[config.mk]
export PLATFORM = sky130hd
export DESIGN_NAME = hsdRangeTop
export DESIGN_NICKNAME = d
export VERILOG_FILES = /design/src/hsdAcqPkg.sv /design/src/hsdRangeTop.sv /design/src/triggerSnapshot.sv /design/src/rangeMonitor.sv /design/src/triggerConditioner.sv
export SDC_FILE = /design/constraint.sdc
export NUM_CORES = 1
export LEC_CHECK = 0
export BUFFER_PORTS_ARGS = -buffer_cell sky130_fd_sc_hd__buf_2
export CAP_MARGIN = 40
export CORE_MARGIN = 5
export CORE_UTILIZATION = 57
export DETAILED_ROUTE_END_ITERATION = 12
export PLACE_DENSITY_LB_ADDON = 0.3
export RECOVER_POWER = 100
export SETUP_SLACK_MARGIN = 0.2
export SYNTH_ARGS = -nofsm -noshare
export SYNTH_HDL_FRONTEND = slang
export SYNTH_SLANG_ARGS = --single-unit
[constraint.sdc]
create_clock -name sysClk -period 3.2 [get_ports sysClk]
set_input_delay 0.48 -clock sysClk [delete_from_list [all_inputs] [get_ports sysClk]]
set_output_delay 0.48 -clock sysClk [all_outputs]
set_load 0.03 [all_outputs]
[src/hsdAcqPkg.sv]
`default_nettype none

package hsdAcqPkg;

    //////////////////////////////////////////////////////////////////////
    // Fixed widths

    // One stream sample container, ADC value MSB-justified
    localparam int SAMPLE_CONTAINER_WIDTH = 16;

    // External event trigger lines
    localparam int EVENT_TRIGGER_WIDTH = 6;

    // Event lines plus the soft trigger in bit 0
    localparam int TRIGGER_BUS_WIDTH = EVENT_TRIGGER_WIDTH + 1;

    // Length of the stretched soft trigger level
    localparam int SOFT_STRETCH_CYCLES = 8;

    // Sign-extended ADC reading and trigger count
    localparam int PEAK_WIDTH = 16;
    localparam int TRIGGER_COUNT_WIDTH = 16;

    //////////////////////////////////////////////////////////////////////
    // Vector types

    typedef logic [SAMPLE_CONTAINER_WIDTH-1:0] axiSample_t;
    typedef logic signed [PEAK_WIDTH-1:0] adcPeak_t;
    typedef logic [EVENT_TRIGGER_WIDTH-1:0] eventTriggers_t;

    // Used for trigger levels as well as strobes
    typedef logic [TRIGGER_BUS_WIDTH-1:0] triggerBus_t;

    // Wraps silently
    typedef logic [TRIGGER_COUNT_WIDTH-1:0] triggerCount_t;

    //////////////////////////////////////////////////////////////////////
    // Grouped signals

    // Tracked range of one channel
    typedef struct packed {
        adcPeak_t minValue;
        adcPeak_t maxValue;
    } channelRange_t;

    // Trigger information captured with each snapshot
    typedef struct packed {
        triggerBus_t sources;
        triggerCount_t count;
    } snapshotInfo_t;

endpackage

`default_nettype wire
[src/hsdRangeTop.sv]
`timescale 1ns/1ps
`default_nettype none

module hsdRangeTop #(
    parameter int ADC_WIDTH         = 12,
    parameter int CHANNEL_COUNT     = 4,
    parameter int SAMPLES_PER_CLOCK = 2
) (
    input  wire                                                       sysClk,
    input  wire                                                       rstN,

    // Trigger inputs
    input  wire                                                       softTriggerStrobe,
    input  hsdAcqPkg::eventTriggers_t                                 eventTriggers,
    input  hsdAcqPkg::triggerBus_t                                    triggerEnable,

    // Sample stream, no back-pressure
    input  wire                                                       rangeClearStrobe,
    input  wire                                                       sampleValid,
    input  hsdAcqPkg::axiSample_t [CHANNEL_COUNT*SAMPLES_PER_CLOCK-1:0] sampleData,

    // Snapshot results
    output logic                                                      snapshotValid,
    output hsdAcqPkg::snapshotInfo_t                                  snapshotInfo,
    output hsdAcqPkg::channelRange_t [CHANNEL_COUNT-1:0]              snapshotRanges,
    output hsdAcqPkg::triggerCount_t                                  triggerCount
);

    hsdAcqPkg::triggerBus_t triggerStrobes;
    hsdAcqPkg::channelRange_t [CHANNEL_COUNT-1:0] channelRanges;

    //////////////////////////////////////////////////////////////////////
    // Triggers

    triggerConditioner uTriggerConditioner (
        .sysClk            (sysClk),
        .rstN              (rstN),
        .softTriggerStrobe (softTriggerStrobe),
        .eventTriggers     (eventTriggers),
        .triggerStrobes    (triggerStrobes)
    );

    //////////////////////////////////////////////////////////////////////
    // ADC range tracking

    rangeMonitor #(
        .ADC_WIDTH         (ADC_WIDTH),
        .CHANNEL_COUNT     (CHANNEL_COUNT),
        .SAMPLES_PER_CLOCK (SAMPLES_PER_CLOCK)
    ) uRangeMonitor (
        .sysClk           (sysClk),
        .rstN             (rstN),
        .sampleValid      (sampleValid),
        .sampleData       (sampleData),
        .rangeClearStrobe (rangeClearStrobe),
        .channelRanges    (channelRanges)
    );

    //////////////////////////////////////////////////////////////////////
    // Snapshot on accepted trigger

    triggerSnapshot #(
        .CHANNEL_COUNT (CHANNEL_COUNT)
    ) uTriggerSnapshot (
        .sysClk         (sysClk),
        .rstN           (rstN),
        .triggerStrobes (triggerStrobes),
        .triggerEnable  (triggerEnable),
        .channelRanges  (channelRanges),
        .snapshotValid  (snapshotValid),
        .snapshotInfo   (snapshotInfo),
        .snapshotRanges (snapshotRanges),
        .triggerCount   (triggerCount)
    );

endmodule

`default_nettype wire

[src/triggerSnapshot.sv]
`timescale 1ns/1ps
`default_nettype none

module triggerSnapshot #(
    parameter int CHANNEL_COUNT = 4
) (
    input  wire                                          sysClk,
    input  wire                                          rstN,
    input  hsdAcqPkg::triggerBus_t                       triggerStrobes,
    input  hsdAcqPkg::triggerBus_t                       triggerEnable,
    input  hsdAcqPkg::channelRange_t [CHANNEL_COUNT-1:0] channelRanges,
    output logic                                         snapshotValid,
    output hsdAcqPkg::snapshotInfo_t                     snapshotInfo,
    output hsdAcqPkg::channelRange_t [CHANNEL_COUNT-1:0] snapshotRanges,
    output hsdAcqPkg::triggerCount_t                     triggerCount
);

    hsdAcqPkg::triggerBus_t maskedStrobes;
    hsdAcqPkg::triggerCount_t nextCount;
    logic triggerAccepted;

    //////////////////////////////////////////////////////////////////////
    // Trigger qualification

    // Only enabled sources count
    assign maskedStrobes   = triggerStrobes & triggerEnable;
    assign triggerAccepted = |maskedStrobes;

    // Count including the trigger being accepted now
    assign nextCount = triggerCount + 1'b1;

    always_ff @(posedge sysClk or negedge rstN) begin
        if (!rstN) begin
            triggerCount <= '0;
        end else if (triggerAccepted) begin
            triggerCount <= nextCount;
        end
    end

    //////////////////////////////////////////////////////////////////////
    // Snapshot capture

    // Single-cycle valid pulse per accepted trigger
    always_ff @(posedge sysClk or negedge rstN) begin
        if (!rstN) begin
            snapshotValid <= 1'b0;
        end else begin
            snapshotValid <= triggerAccepted;
        end
    end

    // Held until the next accepted trigger
    always_ff @(posedge sysClk or negedge rstN) begin
        if (!rstN) begin
            snapshotInfo   <= '0;
            snapshotRanges <= '0;
        end else if (triggerAccepted) begin
            snapshotInfo.sources <= maskedStrobes;
            snapshotInfo.count   <= nextCount;
            snapshotRanges       <= channelRanges;
        end
    end

endmodule

`default_nettype wire

[src/rangeMonitor.sv]
`timescale 1ns/1ps
`default_nettype none

module rangeMonitor #(
    parameter int ADC_WIDTH         = 12,
    parameter int CHANNEL_COUNT     = 4,
    parameter int SAMPLES_PER_CLOCK = 2
) (
    input  wire                                                       sysClk,
    input  wire                                                       rstN,
    input  wire                                                       sampleValid,
    input  hsdAcqPkg::axiSample_t [CHANNEL_COUNT*SAMPLES_PER_CLOCK-1:0] sampleData,
    input  wire                                                       rangeClearStrobe,
    output hsdAcqPkg::channelRange_t [CHANNEL_COUNT-1:0]              channelRanges
);

    //////////////////////////////////////////////////////////////////////
    // Cleared state

    // Most positive and most negative readings
    localparam hsdAcqPkg::adcPeak_t PEAK_MOST_POSITIVE = {1'b0, {hsdAcqPkg::PEAK_WIDTH-1{1'b1}}};
    localparam hsdAcqPkg::adcPeak_t PEAK_MOST_NEGATIVE = {1'b1, {hsdAcqPkg::PEAK_WIDTH-1{1'b0}}};

    // Any real reading replaces both bounds
    localparam hsdAcqPkg::channelRange_t RANGE_CLEARED = '{
        minValue: PEAK_MOST_POSITIVE,
        maxValue: PEAK_MOST_NEGATIVE
    };

    //////////////////////////////////////////////////////////////////////
    // Sample extraction

    // Upper ADC_WIDTH bits of the container, sign-extended
    function automatic hsdAcqPkg::adcPeak_t extendSample(
        input hsdAcqPkg::axiSample_t sample
    );
        logic signed [ADC_WIDTH-1:0] adcValue;
        adcValue = sample[hsdAcqPkg::SAMPLE_CONTAINER_WIDTH-1 -: ADC_WIDTH];
        return hsdAcqPkg::adcPeak_t'(adcValue);
    endfunction

    // Stage 1 valid flag, shared by all channels
    logic stageValid;

    always_ff @(posedge sysClk or negedge rstN) begin
        if (!rstN) begin
            stageValid <= 1'b0;
        end else begin
            stageValid <= sampleValid;
        end
    end

    //////////////////////////////////////////////////////////////////////
    // Per-channel pipeline

    for (genvar ch = 0; ch < CHANNEL_COUNT; ch++) begin : channelGen

        hsdAcqPkg::adcPeak_t sampleValue [SAMPLES_PER_CLOCK];
        hsdAcqPkg::channelRange_t beatRange;
        hsdAcqPkg::channelRange_t stageRange;
        hsdAcqPkg::channelRange_t mergedRange;
        hsdAcqPkg::channelRange_t runningRange;

        // Channel ch owns containers ch*SAMPLES_PER_CLOCK and up
        for (genvar s = 0; s < SAMPLES_PER_CLOCK; s++) begin : sampleGen
            assign sampleValue[s] = extendSample(sampleData[ch*SAMPLES_PER_CLOCK + s]);
        end

        // Reduce one beat to its minimum and maximum
        always_comb begin
            beatRange.minValue = sampleValue[0];
            beatRange.maxValue = sampleValue[0];
            for (int s = 1; s < SAMPLES_PER_CLOCK; s++) begin
                if (sampleValue[s] < beatRange.minValue) begin
                    beatRange.minValue = sampleValue[s];
                end
                if (sampleValue[s] > beatRange.maxValue) begin
                    beatRange.maxValue = sampleValue[s];
                end
            end
        end

        // Stage 1 payload, only meaningful with stageValid
        always_ff @(posedge sysClk) begin
            if (sampleValid) begin
                stageRange <= beatRange;
            end
        end

        // Fold the stage 1 beat into the running range
        always_comb begin
            mergedRange = runningRange;
            if (stageRange.minValue < runningRange.minValue) begin
                mergedRange.minValue = stageRange.minValue;
            end
            if (stageRange.maxValue > runningRange.maxValue) begin
                mergedRange.maxValue = stageRange.maxValue;
            end
        end

        // Stage 2
        // A clear drops the beat already in stage 1 but not the incoming one
        always_ff @(posedge sysClk or negedge rstN) begin
            if (!rstN) begin
                runningRange <= RANGE_CLEARED;
            end else if (rangeClearStrobe) begin
                runningRange <= RANGE_CLEARED;
            end else if (stageValid) begin
                runningRange <= mergedRange;
            end
        end

        assign channelRanges[ch] = runningRange;

    end

endmodule

`default_nettype wire

[src/triggerConditioner.sv]
`timescale 1ns/1ps
`default_nettype none

module triggerConditioner (
    input  wire                        sysClk,
    input  wire                        rstN,
    input  wire                        softTriggerStrobe,
    input  hsdAcqPkg::eventTriggers_t  eventTriggers,
    output hsdAcqPkg::triggerBus_t     triggerStrobes
);

    // Top bit of the counter is the soft level, high while count >= half
    localparam int STRETCH_WIDTH = $clog2(hsdAcqPkg::SOFT_STRETCH_CYCLES) + 1;
    localparam logic [STRETCH_WIDTH-1:0] STRETCH_LOAD =
        STRETCH_WIDTH'(2 * hsdAcqPkg::SOFT_STRETCH_CYCLES - 1);

    logic [STRETCH_WIDTH-1:0] stretchCount;
    logic softLevel;

    hsdAcqPkg::triggerBus_t levelBus;
    hsdAcqPkg::triggerBus_t syncMeta;
    hsdAcqPkg::triggerBus_t syncStage;
    hsdAcqPkg::triggerBus_t syncDelay;

    //////////////////////////////////////////////////////////////////////
    // Soft trigger stretcher

    assign softLevel = stretchCount[STRETCH_WIDTH-1];

    // A strobe during the stretch just reloads, so the level never drops
    always_ff @(posedge sysClk or negedge rstN) begin
        if (!rstN) begin
            stretchCount <= '0;
        end else if (softTriggerStrobe) begin
            stretchCount <= STRETCH_LOAD;
        end else if (softLevel) begin
            stretchCount <= stretchCount - 1'b1;
        end
    end

    // Event lines 5..0 above the soft level
    assign levelBus = {eventTriggers, softLevel};

    //////////////////////////////////////////////////////////////////////
    // Synchronizer and edge detect

    // Two flops for the asynchronous event inputs
    always_ff @(posedge sysClk or negedge rstN) begin
        if (!rstN) begin
            syncMeta  <= '0;
            syncStage <= '0;
        end else begin
            syncMeta  <= levelBus;
            syncStage <= syncMeta;
        end
    end

    // Delay flop and registered rising-edge strobes
    always_ff @(posedge sysClk or negedge rstN) begin
        if (!rstN) begin
            syncDelay      <= '0;
            triggerStrobes <= '0;
        end else begin
            syncDelay      <= syncStage;
            triggerStrobes <= syncStage & ~syncDelay;
        end
    end

endmodule

`default_nettype wire

; ---- After elaboration in Yosys (flattened, before gate mapping)
; Cells that the tools add are included.
[op_classes]
n_addsub = 2
order_cmp = 16
muxes = 26
bitwise_logic = 3
n_reduce_logical = 19
[ops]
columns = cell, n
row1 = 16-bit 2-to-1 mux, 16
row2 = 32-bit 2-to-1 mux, 8
row3 = 16-bit > comparator, 4
row4 = 16-bit < comparator, 4
row5 = 12-bit > comparator, 4
row6 = 12-bit < comparator, 4
row7 = 2-bit nonzero test, 10
row8 = 16-bit by 1-bit adder with 16-bit output (second input constant), 1
row9 = 2-bit AND reduction, 8
row10 = 7-bit AND, 2
row11 = 4-bit 2-to-1 mux, 2
row12 = 7-bit inverter, 1
row13 = 7-bit OR reduction, 1
row14 = 4-bit by 1-bit subtractor with 4-bit output (second input constant), 1
[totals]
register_bits = 441
input_bits = 146
output_inout_bits = 168
wordCells = 100

; ---- Depth between registers and ports, before layout
; Gate-level depths: netlist of the first run.
[depth]
word_depth = 4
mapped_depth = 10
depth_no_buf = 9

; ---- By module
; From an unflattened synthesis of the first run, not the netlist that was laid out.
[hier_totals]
cells_unflattened = 1866
hier_area_um2 = 19388.6
[by_module_without_submodules]
columns = module, n_inst, cells_each, area_per_inst_um2, seq_area_each_um2
row1 = rangeMonitor, 1, 1173, 12492.0, 5575.3
row2 = triggerSnapshot, 1, 640, 5965.7, 3803.6
row3 = triggerConditioner, 1, 53, 930.9, 800.8

; ---- Worst setup path before layout of the first run
; OpenSTA, ideal clock, no wires.
[synth_timing]
kind = register to register
from = register uRangeMonitor.channelGen[3].runningRange, in the netlist uRangeMonitor.channelRanges[126]
to = register uRangeMonitor.channelGen[3].runningRange, in the netlist uRangeMonitor.channelRanges[115]
setup_time_ns = 0.081
t_arrival_ns = 2.424
required_time_ns = 3.119
setup_slack_ns = 0.694
stages_incl_launch_ff = 10
path_buffers = 1
synth_period_minus_slack_ns = 2.506
cell_sequence = dfstp_2 inv_1 ha_1 and4_1 a221o_1 a211oi_1 mux2i_1 buf_2 nand2_1 o211ai_1
[synth_via]
elab_chain_cells = 3
[synth_rtl]
columns = element, line
row1 = start: declaration, rangeMonitor.sv:62  ; hsdAcqPkg::channelRange_t runningRange;
row2 = start signal: assignment, rangeMonitor.sv:109  ; runningRange <= mergedRange;
row3 = 16-bit < comparator, rangeMonitor.sv:93  ; if (stageRange.minValue < runningRange.minValue) begin
row4 = 2-bit nonzero test (no source line), -
row5 = 2-bit AND reduction (no source line), -
; Every way passes these cells.
; A chain may end at the register's enable or synchronous reset.

; ---- Worst setup path in the final report of the first run
[layout_timing]
from = register uRangeMonitor.channelGen[2].runningRange, in the netlist uRangeMonitor.channelRanges[79]
to = register uRangeMonitor.channelGen[2].runningRange, in the netlist uRangeMonitor.channelRanges[69]
[layout_via]
elab_chain_cells = 3
[layout_rtl]
columns = element, line
row1 = start: declaration, rangeMonitor.sv:62
row2 = start signal: assignment, rangeMonitor.sv:109
row3 = 16-bit > comparator, rangeMonitor.sv:96  ; if (stageRange.maxValue > runningRange.maxValue) begin
row4 = 2-bit nonzero test (no source line), -
row5 = 2-bit AND reduction (no source line), -
; Every way passes these cells.

==> results of run 1 <==
-- cell type report --
class	instances	area [sq um]
tap	402	503
sequential	361	9580
clock buffer	62	1190
inverter	167	627
clock inverter	8	113
multi-input combinational	998	7140
timing repair buffer	310	1420
fill	2519	10800
-- worst reg2reg max path, delay by kind of cell, from the launching register on --
kind,cells,cell delay (ps)
and+or+nand+nor,3,280
adders and majority gates,1,320
muxes,1,260
AOI/OAI and AO/OA,2,800
buffers and inverters,2,530
DFF,1,520
-- kinds of logic after synthesis --
logic type	count (synthesis)
xor gates and xnor gates	16
and+or+nand+nor	389
DFF	361
buffers and inverters	268
adders and majority gates	150
muxes	136
AOI/OAI and AO/OA	307
-- state kept, by name, summed over array words and instances, names as in the netlist, 4 cells and up --
name / flops
uRangeMonitor.channelRanges: 104
uTriggerSnapshot.snapshotRanges: 104
uRangeMonitor.channelGen.stageRange: 96
uTriggerSnapshot.triggerCount: 16
uTriggerConditioner.syncDelay: 7
uTriggerConditioner.syncMeta: 7
uTriggerConditioner.syncStage: 7
uTriggerConditioner.triggerStrobes: 7
uTriggerSnapshot.snapshotInfo: 7
uTriggerConditioner.stretchCount: 4
-- cells in the mapped netlist, types with 4 or more instances --
master / instances
o21bai_1: 6
nand4_1: 25
o21ai_0: 122
a31oi_1: 36
mux2i_1: 50
o2111ai_1: 4
nand3_1: 18
xnor2_1: 11
nand2b_1: 16
a21oi_1: 40
dfstp_2: 52
a21o_1: 25
inv_1: 166
o211ai_1: 18
buf_2: 23
edfxtp_1: 96
dfrtp_1: 213
a22o_1: 7
mux2_1: 11
and4_1: 5
and3_1: 9
nor2b_1: 22
a211oi_2: 4
ha_1: 150
nor3_1: 41
buf_4: 45
nor2_1: 82
clkbuf_1: 30
mux2_2: 72
o21a_1: 13
xor2_1: 5
nand2_1: 169
a211oi_1: 9
-- cells in the final DEF, fill, tap and decap left out, types with 7 or more instances in the layout --
cell type,count
a21o_1,25
clkbuf_8,11
inv_1,166
nor3_1,41
mux2_2,51
a31oi_1,36
nand3_1,18
clkbuf_16,40
nand2b_1,16
a22o_1,7
o211ai_1,18
xnor2_1,11
nor2_1,82
buf_2,106
edfxtp_1,96
a211oi_1,12
mux2_1,32
and3_1,9
nand2_1,169
a21oi_1,41
ha_1,150
o21a_1,13
dfstp_2,52
buf_4,9
clkbuf_1,197
o21ai_0,124
nand4_1,25
mux2i_1,51
nor2b_1,22
dfrtp_1,213
-- stage by stage --
step	worst slack, ps	instance area, sq um
6_report	346	20600
3_3_place_gp	132	19600
5_1_grt	166	20600
4_1_cts	454	20900
3_5_place_dp	387	19600
2_1_floorplan	694	18000
-- final timing paths --
kind / start / to / slack, ps / cells after the start
worst max-delay path: uRangeMonitor.channelRanges[79]$_DFFE_PN1P_ / uRangeMonitor.channelRanges[69]$_DFFE_PN0P_ / 350 / 9
worst min-delay path: eventTriggers[0] / uTriggerConditioner.syncMeta[1]$_DFF_PN0_ / 60 / 1
worst max register to register: uRangeMonitor.channelRanges[79]$_DFFE_PN1P_ / uRangeMonitor.channelRanges[69]$_DFFE_PN0P_ / 350 / 9
worst min register to register: uTriggerConditioner.syncMeta[3]$_DFF_PN0_ / uTriggerConditioner.syncStage[3]$_DFF_PN0_ / 350 / 0
max in group asynchronous: rstN / uRangeMonitor.channelRanges[9]$_DFFE_PN0P_ / 860 / 3
min in group asynchronous: rstN / uTriggerSnapshot.triggerCount[4]$_DFFE_PN0P_ / 870 / 2
-- report_power, final --
part           switching (uW)  internal [uW]
Sequential                462           5530
Combinational            2460           1170
Clock                    1780           2730
-- layer usage --
| layer | wire length (microns) | up-vias |
|---|---|---|
| met2 | 19600 | 360 |
| met5 | 0 | - |
| li1 | - | 6143 |
| met1 | 17600 | 6242 |
| met4 | 1330 | 0 |
| met3 | 2300 | 75 |
-- repair_timing --
action	in CTS	in global routing
buffers inserted	0	0
endpoints found under the hold margin	50	0
hold buffers	1	0
==> results.yml, run 1 <==
run_status:
  outcome: "finished with violations"
  violations: "capacitance limit, slew limit"
cells_and_area:
  final_cells: 2308
  drive_gt1_frac: 0.152
  utilization: 0.656
  area_delta_synth_final_pct: 14.4
  fin_nets: 2172
  antenna-diode-count: 0
clocking:
  h-tree-depth: 2
  cts_buffer_depth: 3
  clkSlewWorstSetupHoldPaths_ps: 60
  root_buffer: "clkbuf_16"
  cts_buffers: 38
  clk_latency_ps: 520
  cts_sinks: 361
  cts_resized: 0
  cts_tree: "built"
global_routing:
  grtUsageMet1: 0.305
  grt_pass1_vias: 13100
  grt-busiest-layer: "met2"
  use_met2: 0.387
  grt_pass1_wl_microns: 67300
  grt_usage: 0.230
  grt_max_degree: 210
  overflow: 0
  grt_use_met3: 0.0417
  antenna_found_initial: 0
floorplan:
  chipWidth_microns: 188
  num_io_pins: 314
  rows: 65
  die_h_microns: 188
  initial_core_util: 0.573
  design.core.area_sq_um: 31400
  dieArea_sq_um: 35200
logic_synthesis:
  synth_area_leaders: "dfrtp_1 (30%), edfxtp_1 (16%), ha_1 (10%)"
  muxShareOfSynthArea: 0.0835
  synth.distinct_cells: 50
  yosysTopAreaCell: "dfrtp_1"
  synth_flop_cell: "dfrtp_1"
  syn_inst: 1627
  async_flop_share: 0.734
  syn_avg_cell_area_sq_um: 11.1
  synth_compound_area_frac: 0.106
  synthXorXnorAreaFrac: 0.00779
  synth_top_family_by_area: "compound AO/OA/AOI/OAI gates"
  synth-simple-area-share: 0.0971
  netlist_area_sq_um: 18000
  syn_nets: 1923
  synth_edf_count: 96
  ys_ff_latch: 361
  yosys_warnings: 0
  yosysTopAreaCellShare: 0.296
  synthAdderAreaFrac: 0.104
  ys_seq_area_frac: 0.533
timing:
  fin_worst_skew_ps: 15.0
  tns_ps: 0
  hold_viol: 0
  fin_hold_ws_ps: 62.9
  drv_slew: 108
  worst_pin_slew_ps: 2870
  period_needed_ps: 2850
  min_period_over_period: 0.892
  rsz0062_at_grt: "no"
  max_slew_margin: -0.912
  max_clock_freq_mhz: 350
  setup_viol: 0
drt:
  drt-total-wl_microns: 40800
  wl_per_cell_microns: 17.7
  drtAntennaViolNets: 0
  drc: 0
  viasPerCell: 5.55
  drtIter0Drc: 634
  drt_pass1_iterations: 5
  num_vias: 12800
pwr:
  vdd_ir_drop_max_v: 0.000456
  total_power_uw: 14100
  leakage_uw: 0.00954
  powerDensity_nw_per_um2: 687
worst_setup_path:
  crit_top_cell: "nor2_1"
  slowest_stage: "a21oi_1"
  worst-path-buf-inv: 2
  critPathMaxStageDelay_ps: 660
  path_class: "register to register"
  worst_ep_required_time_ps: 3580
  worstPathCellList: "inv_1, ha_1, nand4_1, nor2_1, o2111ai_1, a21oi_1, clkbuf_1, mux2i_1, nor2_1"
  cp-end-kind: "register"
  worst_ep_arrival_time_ps: 3240
  cp-start-kind: "register"
  critPathTopFamily: "compound AO/OA/AOI/OAI gates"
  cp_max_fo: 8
placement:
  dp.cells: 2237
  gp_congestion: 0.878
  port_buffers: 281
  dp_hpwl_microns: 29200
hold_path:
  hp-class: "input pin to register"
run:
  drv_cap: 2
Note: power is estimated with default switching activity, not from simulation.
==> run 2, diff against run 1 <==
CORE_UTILIZATION = 52   (was 57)
REMOVE_ABC_BUFFERS = 1   (was not set)
==> run 2 against run 1 <==
Against the previous run: the run still ends with capacitance limit, slew limit left; flip-flop and latch count unchanged; sequential share of layout area decreased by 0.26 points; global-route usage decreased by 2.1 points; register-to-register slack improved by 60 ps; non-clock buffer count increased by 6; clock skew increased by 3.6 ps; clock-buffer cell count decreased by 6; hold slack got worse by 25 ps; combinational power decreased by 1%; wire length decreased by 0.72%; first-iteration DRC count decreased by 12%; critical path type is now input pin to register.
==> results.yml, run 2 (same netlist as run 1, synthesis figures left out) <==
cells_and_area:
  stdcell_area_sq_um: 20700
  final_cells: 2372
  multi_input_area_sq_um: 7140
  fin_nets: 2180
  final_common_cell: "dfrtp_1"
  area_delta_synth_final_pct: 15.0
  final_cell_mix: "dfrtp_1 (213), clkbuf_1 (201), nand2_1 (169)"
  regArea_sq_um: 9580
  fillers: 2969
  drive_gt1_frac: 0.158
timing:
  max_slew_margin: -0.367
  hold_viol: 0
  max_clock_freq_mhz: 342
  fin_hold_ws_ps: 37.6
  setup_viol: 0
  tns_ps: 0
  drv_slew: 137
  fin_worst_skew_ps: 18.6
  worst_pin_slew_ps: 2050
  period_needed_ps: 2920
  setup_slack_ps: 276
  min_period_over_period: 0.914
  rsz0062_at_grt: "no"
drt:
  viasPerCell: 5.35
  drt-total-wl_microns: 40500
  wl_per_cell_microns: 17.1
  drt_pass1_iterations: 5
  drtIter0Drc: 560
  drtAntennaViolNets: 0
  drc: 0
  num_vias: 12700
floorplan:
  dieArea_sq_um: 38400
  chipWidth_microns: 196
  design.core.area_sq_um: 34400
  die_h_microns: 196
  initial_core_util: 0.523
  rows: 68
  num_io_pins: 314
clocking:
  cts_sinks: 361
  cts_tree: "built"
  root_buffer: "clkbuf_16"
  h-tree-depth: 2
  cts_buffers: 40
  cts_buffer_depth: 3
  clkSlewWorstSetupHoldPaths_ps: 70
  clk_latency_ps: 550
run:
  drv_cap: 3
worst_setup_path:
  crit_top_cell: "clkbuf_1"
  worst-path-buf-inv: 2
  worst_ep_arrival_time_ps: 3060
  cp-start-kind: "input pin"
  critPathMaxStageDelay_ps: 1410
  path_class: "input pin to register"
  cp_max_fo: 30
  worstPathCellList: "clkbuf_1, clkbuf_1"
  worst_ep_required_time_ps: 3330
  critPathTopFamily: "buffers and inverters"
  cp-end-kind: "register"
  slowest_stage: "clkbuf_1"
placement:
  dp_hpwl_microns: 29000
  port_buffers: 281
  pre_cts_slack_ps: 323
  gp_congestion: 0.871
  placed_area_sq_um: 19700
  dp.cells: 2293
global_routing:
  grt_pass1_wl_microns: 65700
  grt_pass1_vias: 12900
  grt_max_degree: 210
  overflow: 0
  grt_usage: 0.209
  antenna_found_initial: 2
run_status:
  violations: "capacitance limit, slew limit"
  outcome: "finished with violations"
pwr:
  vdd_ir_drop_max_v: 0.000508
  leakage_uw: 0.00955
  powerDensity_nw_per_um2: 686
hold_path:
  hp-class: "input pin to register"
==> run 2: changes by cell type in the layout (fill, tap and decap cells not counted), sizes merged <==
cell and change:
diode +1, bufinv +1, clkbuf -2, clkinv +8, inv +1, dlygate4sd3 +3, buf -1
==> run 2: repair_timing <==
action | 4_1_cts | 5_1_grt
resized for setup | 0 | 1
hold endpoints to repair | 71 | 0
hold buffers | 4 | 0
buffers inserted | 0 | 0
endpoints found under the setup margin | 0 | 7
==> run 2: final cells by class <==
cell class              instances  area share
multi-input cells             998       0.345
inverters                     167      0.0303
flip-flops and latches        361       0.463
clock buffers                  56      0.0553
repair buffers                316      0.0700
clock inverters                18     0.00889
well taps                     455      0.0275
diodes                          1    0.000121
==> run 2: power by group <==
part           leakage, uW  switching [uW]  internal [uW]
sequential         0.00415             447           5530
combinational      0.00476            2410           1180
clock             0.000651            1880           2760
==> run 2: worst register-to-register path, stage by stage, from the launching register on <==
cell	delay (ps)
dfstp_2	510
inv_1	60
ha_1	310
a21o_1	180
a211o_1	280
a31oi_1	180
o21ai_0	130
mux2i_1	480
buf_4	340
nor3_1	70
a31oi_1	180
==> run 2: metrics by stage <==
stage | total power (uW) | util
finish | 14200 | 0.602
detailed placement | 9830 | 0.574
CTS | 14500 | 0.613
global route | 15000 | 0.602
global placement | 9690 | 0.572
floorplan | 8490 | -
==> run 2: path summary, 6_finish.rpt <==
| path | slack [ps] | depth (start not counted) | endpoint | startpoint |
|---|---|---|---|---|
| max in group asynchronous | 650 | 3 | uTriggerSnapshot.snapshotRanges[38]$_DFFE_PN0P_ | rstN |
| max | 280 | 2 | uRangeMonitor.channelGen[3].stageRange[26]$_DFFE_PP_ | sampleValid |
| min reg2reg | 350 | 0 | uTriggerConditioner.syncStage[4]$_DFF_PN0_ | uTriggerConditioner.syncMeta[4]$_DFF_PN0_ |
| min in group asynchronous | 1070 | 2 | uTriggerSnapshot.snapshotInfo[21]$_DFFE_PN0P_ | rstN |
| min | 40 | 1 | uTriggerConditioner.syncMeta[2]$_DFF_PN0_ | eventTriggers[1] |
| max reg2reg | 410 | 10 | uRangeMonitor.channelRanges[86]$_DFFE_PN1P_ | uRangeMonitor.channelRanges[89]$_DFFE_PN1P_ |
==> run 2: metal layers <==
| metal | up-vias | track usage | routed length [microns] |
|---|---|---|---|
| met5 | - | 0 | 13 |
| met2 | 312 | 0.358 | 19500 |
| met3 | 58 | 0.0345 | 2180 |
| li1 | 6158 | - | - |
| met1 | 6154 | 0.277 | 18000 |
| met4 | 2 | 0.0603 | 879 |
==> run 3, diff against run 2 <==
==> constraint.sdc (replaced) <==
create_clock -name sysClk -period 3.2 [get_ports sysClk]
set_input_delay 0.96 -clock sysClk [delete_from_list [all_inputs] [get_ports sysClk]]
set_output_delay 0.96 -clock sysClk [all_outputs]
set_load 0.03 [all_outputs]
==> run 3 against run 2 <==
Against the previous run: the flow still finishes with violations (capacitance limit, slew limit); fmax is 0.25% lower; core utilization rose by 0.83 points; via count up 1.2%; wire length is 1.1% higher; power increased by 1.8%; final area increased by 1.4%; clock-buffer cell count increased by 3; critical endpoint is now uRangeMonitor.channelGen[3].stageRange[22]$_DFFE_PP_.
==> results.yml, run 3 (same netlist as run 1, synthesis figures left out) <==
worst_setup_path:
  rr_startpoint: "uRangeMonitor.channelRanges[126]$_DFFE_PN1P_"
  cp-end-kind: "register"
  worst_ep_arrival_time_ps: 3230
  cp_max_fo: 8
  cp-start-kind: "input pin"
  worstReg2RegEnd: "uRangeMonitor.channelRanges[127]$_DFFE_PN0P_"
  worst_ep_required_time_ps: 3500
  r2r_slack_ps: 370
  r2r.worst_path.cells: 9
  path_class: "input pin to register"
pwr:
  p_clk_frac: 0.335
  power.switching_uw: 4760
  vdd_ir_drop_max_v: 0.000498
  leakage_uw: 0.00971
  seqPwrFrac: 0.414
  power.share.combinational: 0.251
  total_power_uw: 14500
  p_int_uw: 9700
  powerDensity_nw_per_um2: 689
  swShare: 0.329
run_status:
  violations: "capacitance limit, slew limit"
  outcome: "finished with violations"
timing:
  worst_pin_slew_ps: 2270
  fin_hold_ws_ps: 353
  hold_viol: 0
  rsz0062_at_grt: "no"
  min_period_over_period: 0.916
  setup_viol: 0
  period_needed_ps: 2930
  max_slew_margin: -0.511
  fin_worst_skew_ps: 17.3
  max_clock_freq_mhz: 341
  setup_slack_ps: 269
  drv_slew: 170
cells_and_area:
  final_common_cell: "dfrtp_1"
  fillers: 2908
  fin_nets: 2208
  drive_gt1_frac: 0.171
  final_cell_mix: "dfrtp_1 (213), clkbuf_1 (203), nand2_1 (169)"
  final_cells: 2401
  area_delta_synth_final_pct: 16.6
floorplan:
  design.core.area_sq_um: 34400
  rows: 68
  die_h_microns: 196
  num_io_pins: 314
  chipWidth_microns: 196
  initial_core_util: 0.523
  dieArea_sq_um: 38400
global_routing:
  grt_max_degree: 105
  overflow: 0
  grt_pass1_vias: 13200
  antenna_found_initial: 4
  grt_pass1_wl_microns: 66400
  grt_usage: 0.212
drt:
  drt-total-wl_microns: 40900
  drtIter0Drc: 533
  drtAntennaViolNets: 0
  drc: 0
  num_vias: 12800
  viasPerCell: 5.35
  drt_pass1_iterations: 4
  wl_per_cell_microns: 17.0
run:
  drv_cap: 3
clocking:
  root_buffer: "clkbuf_16"
  cts_buffers: 41
  cts_resized: 0
  cts_buffer_depth: 3
  clkSlewWorstSetupHoldPaths_ps: 60
  h-tree-depth: 2
  cts_sinks: 361
  hold_buffers: 0
  cts_tree: "built"
  cts_setup_buffers: 0
  clk_latency_ps: 550
hold_path:
  hp-class: "register to register"
  hp-start: "uTriggerConditioner.syncMeta[6]$_DFF_PN0_"
  hold_path_depth: 0
  worstHoldEndpoint: "uTriggerConditioner.syncStage[6]$_DFF_PN0_"
placement:
  port_buffers: 281
  pre_cts_slack_ps: -64.4
  dp_hpwl_microns: 29600
  gp_congestion: 0.887
  dp.cells: 2324
run 3: changes by cell type in the layout (fill, tap and decap cells not counted), sizes merged:
cell         before  now
buf             119  137
clkinvlp          1    3
clkbuf          249  265
diode             1    2
clkinv           10    6
dlygate4sd3       4    0
run 3: routing by layer:
| metal | vias up | track usage | share of wire |
|---|---|---|---|
| met5 | - | 0 | 0.00032 |
| met4 | 2 | 0.0636 | 0.027 |
| met3 | 75 | 0.0459 | 0.053 |
| met2 | 318 | 0.358 | 0.49 |
| met1 | 6218 | 0.276 | 0.43 |
| li1 | 6226 | - | - |
run 3: layout make-up:
type | count | area [sq um] | share of cell area
Clock inverter | 16 | 171 | 0.00817
Antenna cell | 2 | 5.00 | 0.000239
Tap cell | 455 | 569 | 0.0271
Multi-Input combinational cell | 998 | 7160 | 0.341
Sequential cell | 361 | 9580 | 0.457
Clock buffer | 59 | 1250 | 0.0596
Timing Repair Buffer | 343 | 1620 | 0.0773
Inverter | 167 | 627 | 0.0299
run 3: worst max-delay path by stage:
stage                                                 from                                                    to  depth (start not counted)
6_report                                   sampleData[101]  uRangeMonitor.channelGen[3].stageRange[22]$_DFFE_PP_                         11
3_3_place_gp                               sampleData[105]  uRangeMonitor.channelGen[3].stageRange[18]$_DFFE_PP_                         10
2_1_floorplan                             triggerEnable[2]         uTriggerSnapshot.triggerCount[15]$_DFFE_PN0P_                          8
5_1_grt        uRangeMonitor.channelRanges[53]$_DFFE_PN1P_           uRangeMonitor.channelRanges[51]$_DFFE_PN1P_                         10
4_1_cts                                     sampleData[71]   uRangeMonitor.channelGen[2].stageRange[9]$_DFFE_PP_                         11
3_5_place_dp                               sampleData[101]  uRangeMonitor.channelGen[3].stageRange[18]$_DFFE_PP_                         11
run 3: worst max-delay path, stage by stage:
cell and delay (ps):
clkbuf_1 120, inv_1 60, ha_1 280, nor2b_1 130
o21a_1 110, o21a_1 130, o21a_1 140, nor3_1 70
a21oi_1 390, clkbuf_1 430, mux2_2 400
run 3: through the flow:
stage,setup TNS [ps],cell area [sq um],util
floorplan,-247660,17400,-
global placement,-7550,19900,0.579
detailed placement,-1550,20000,0.580
CTS,0,21400,0.622
global route,0,21000,0.610
finish,0,21000,0.610
run 3: power groups by stage:
| stage | clock, uW | combinational [uW] | sequential, uW |
|---|---|---|---|
| finish | 4850 | 3630 | 5980 |
| global route | 5170 | 4020 | 6070 |
| CTS | 4970 | 3870 | 5970 |
| detailed placement | 0 | 3830 | 6040 |
| global placement | 0 | 3720 | 6010 |
| floorplan | 0 | 1730 | 6770 |
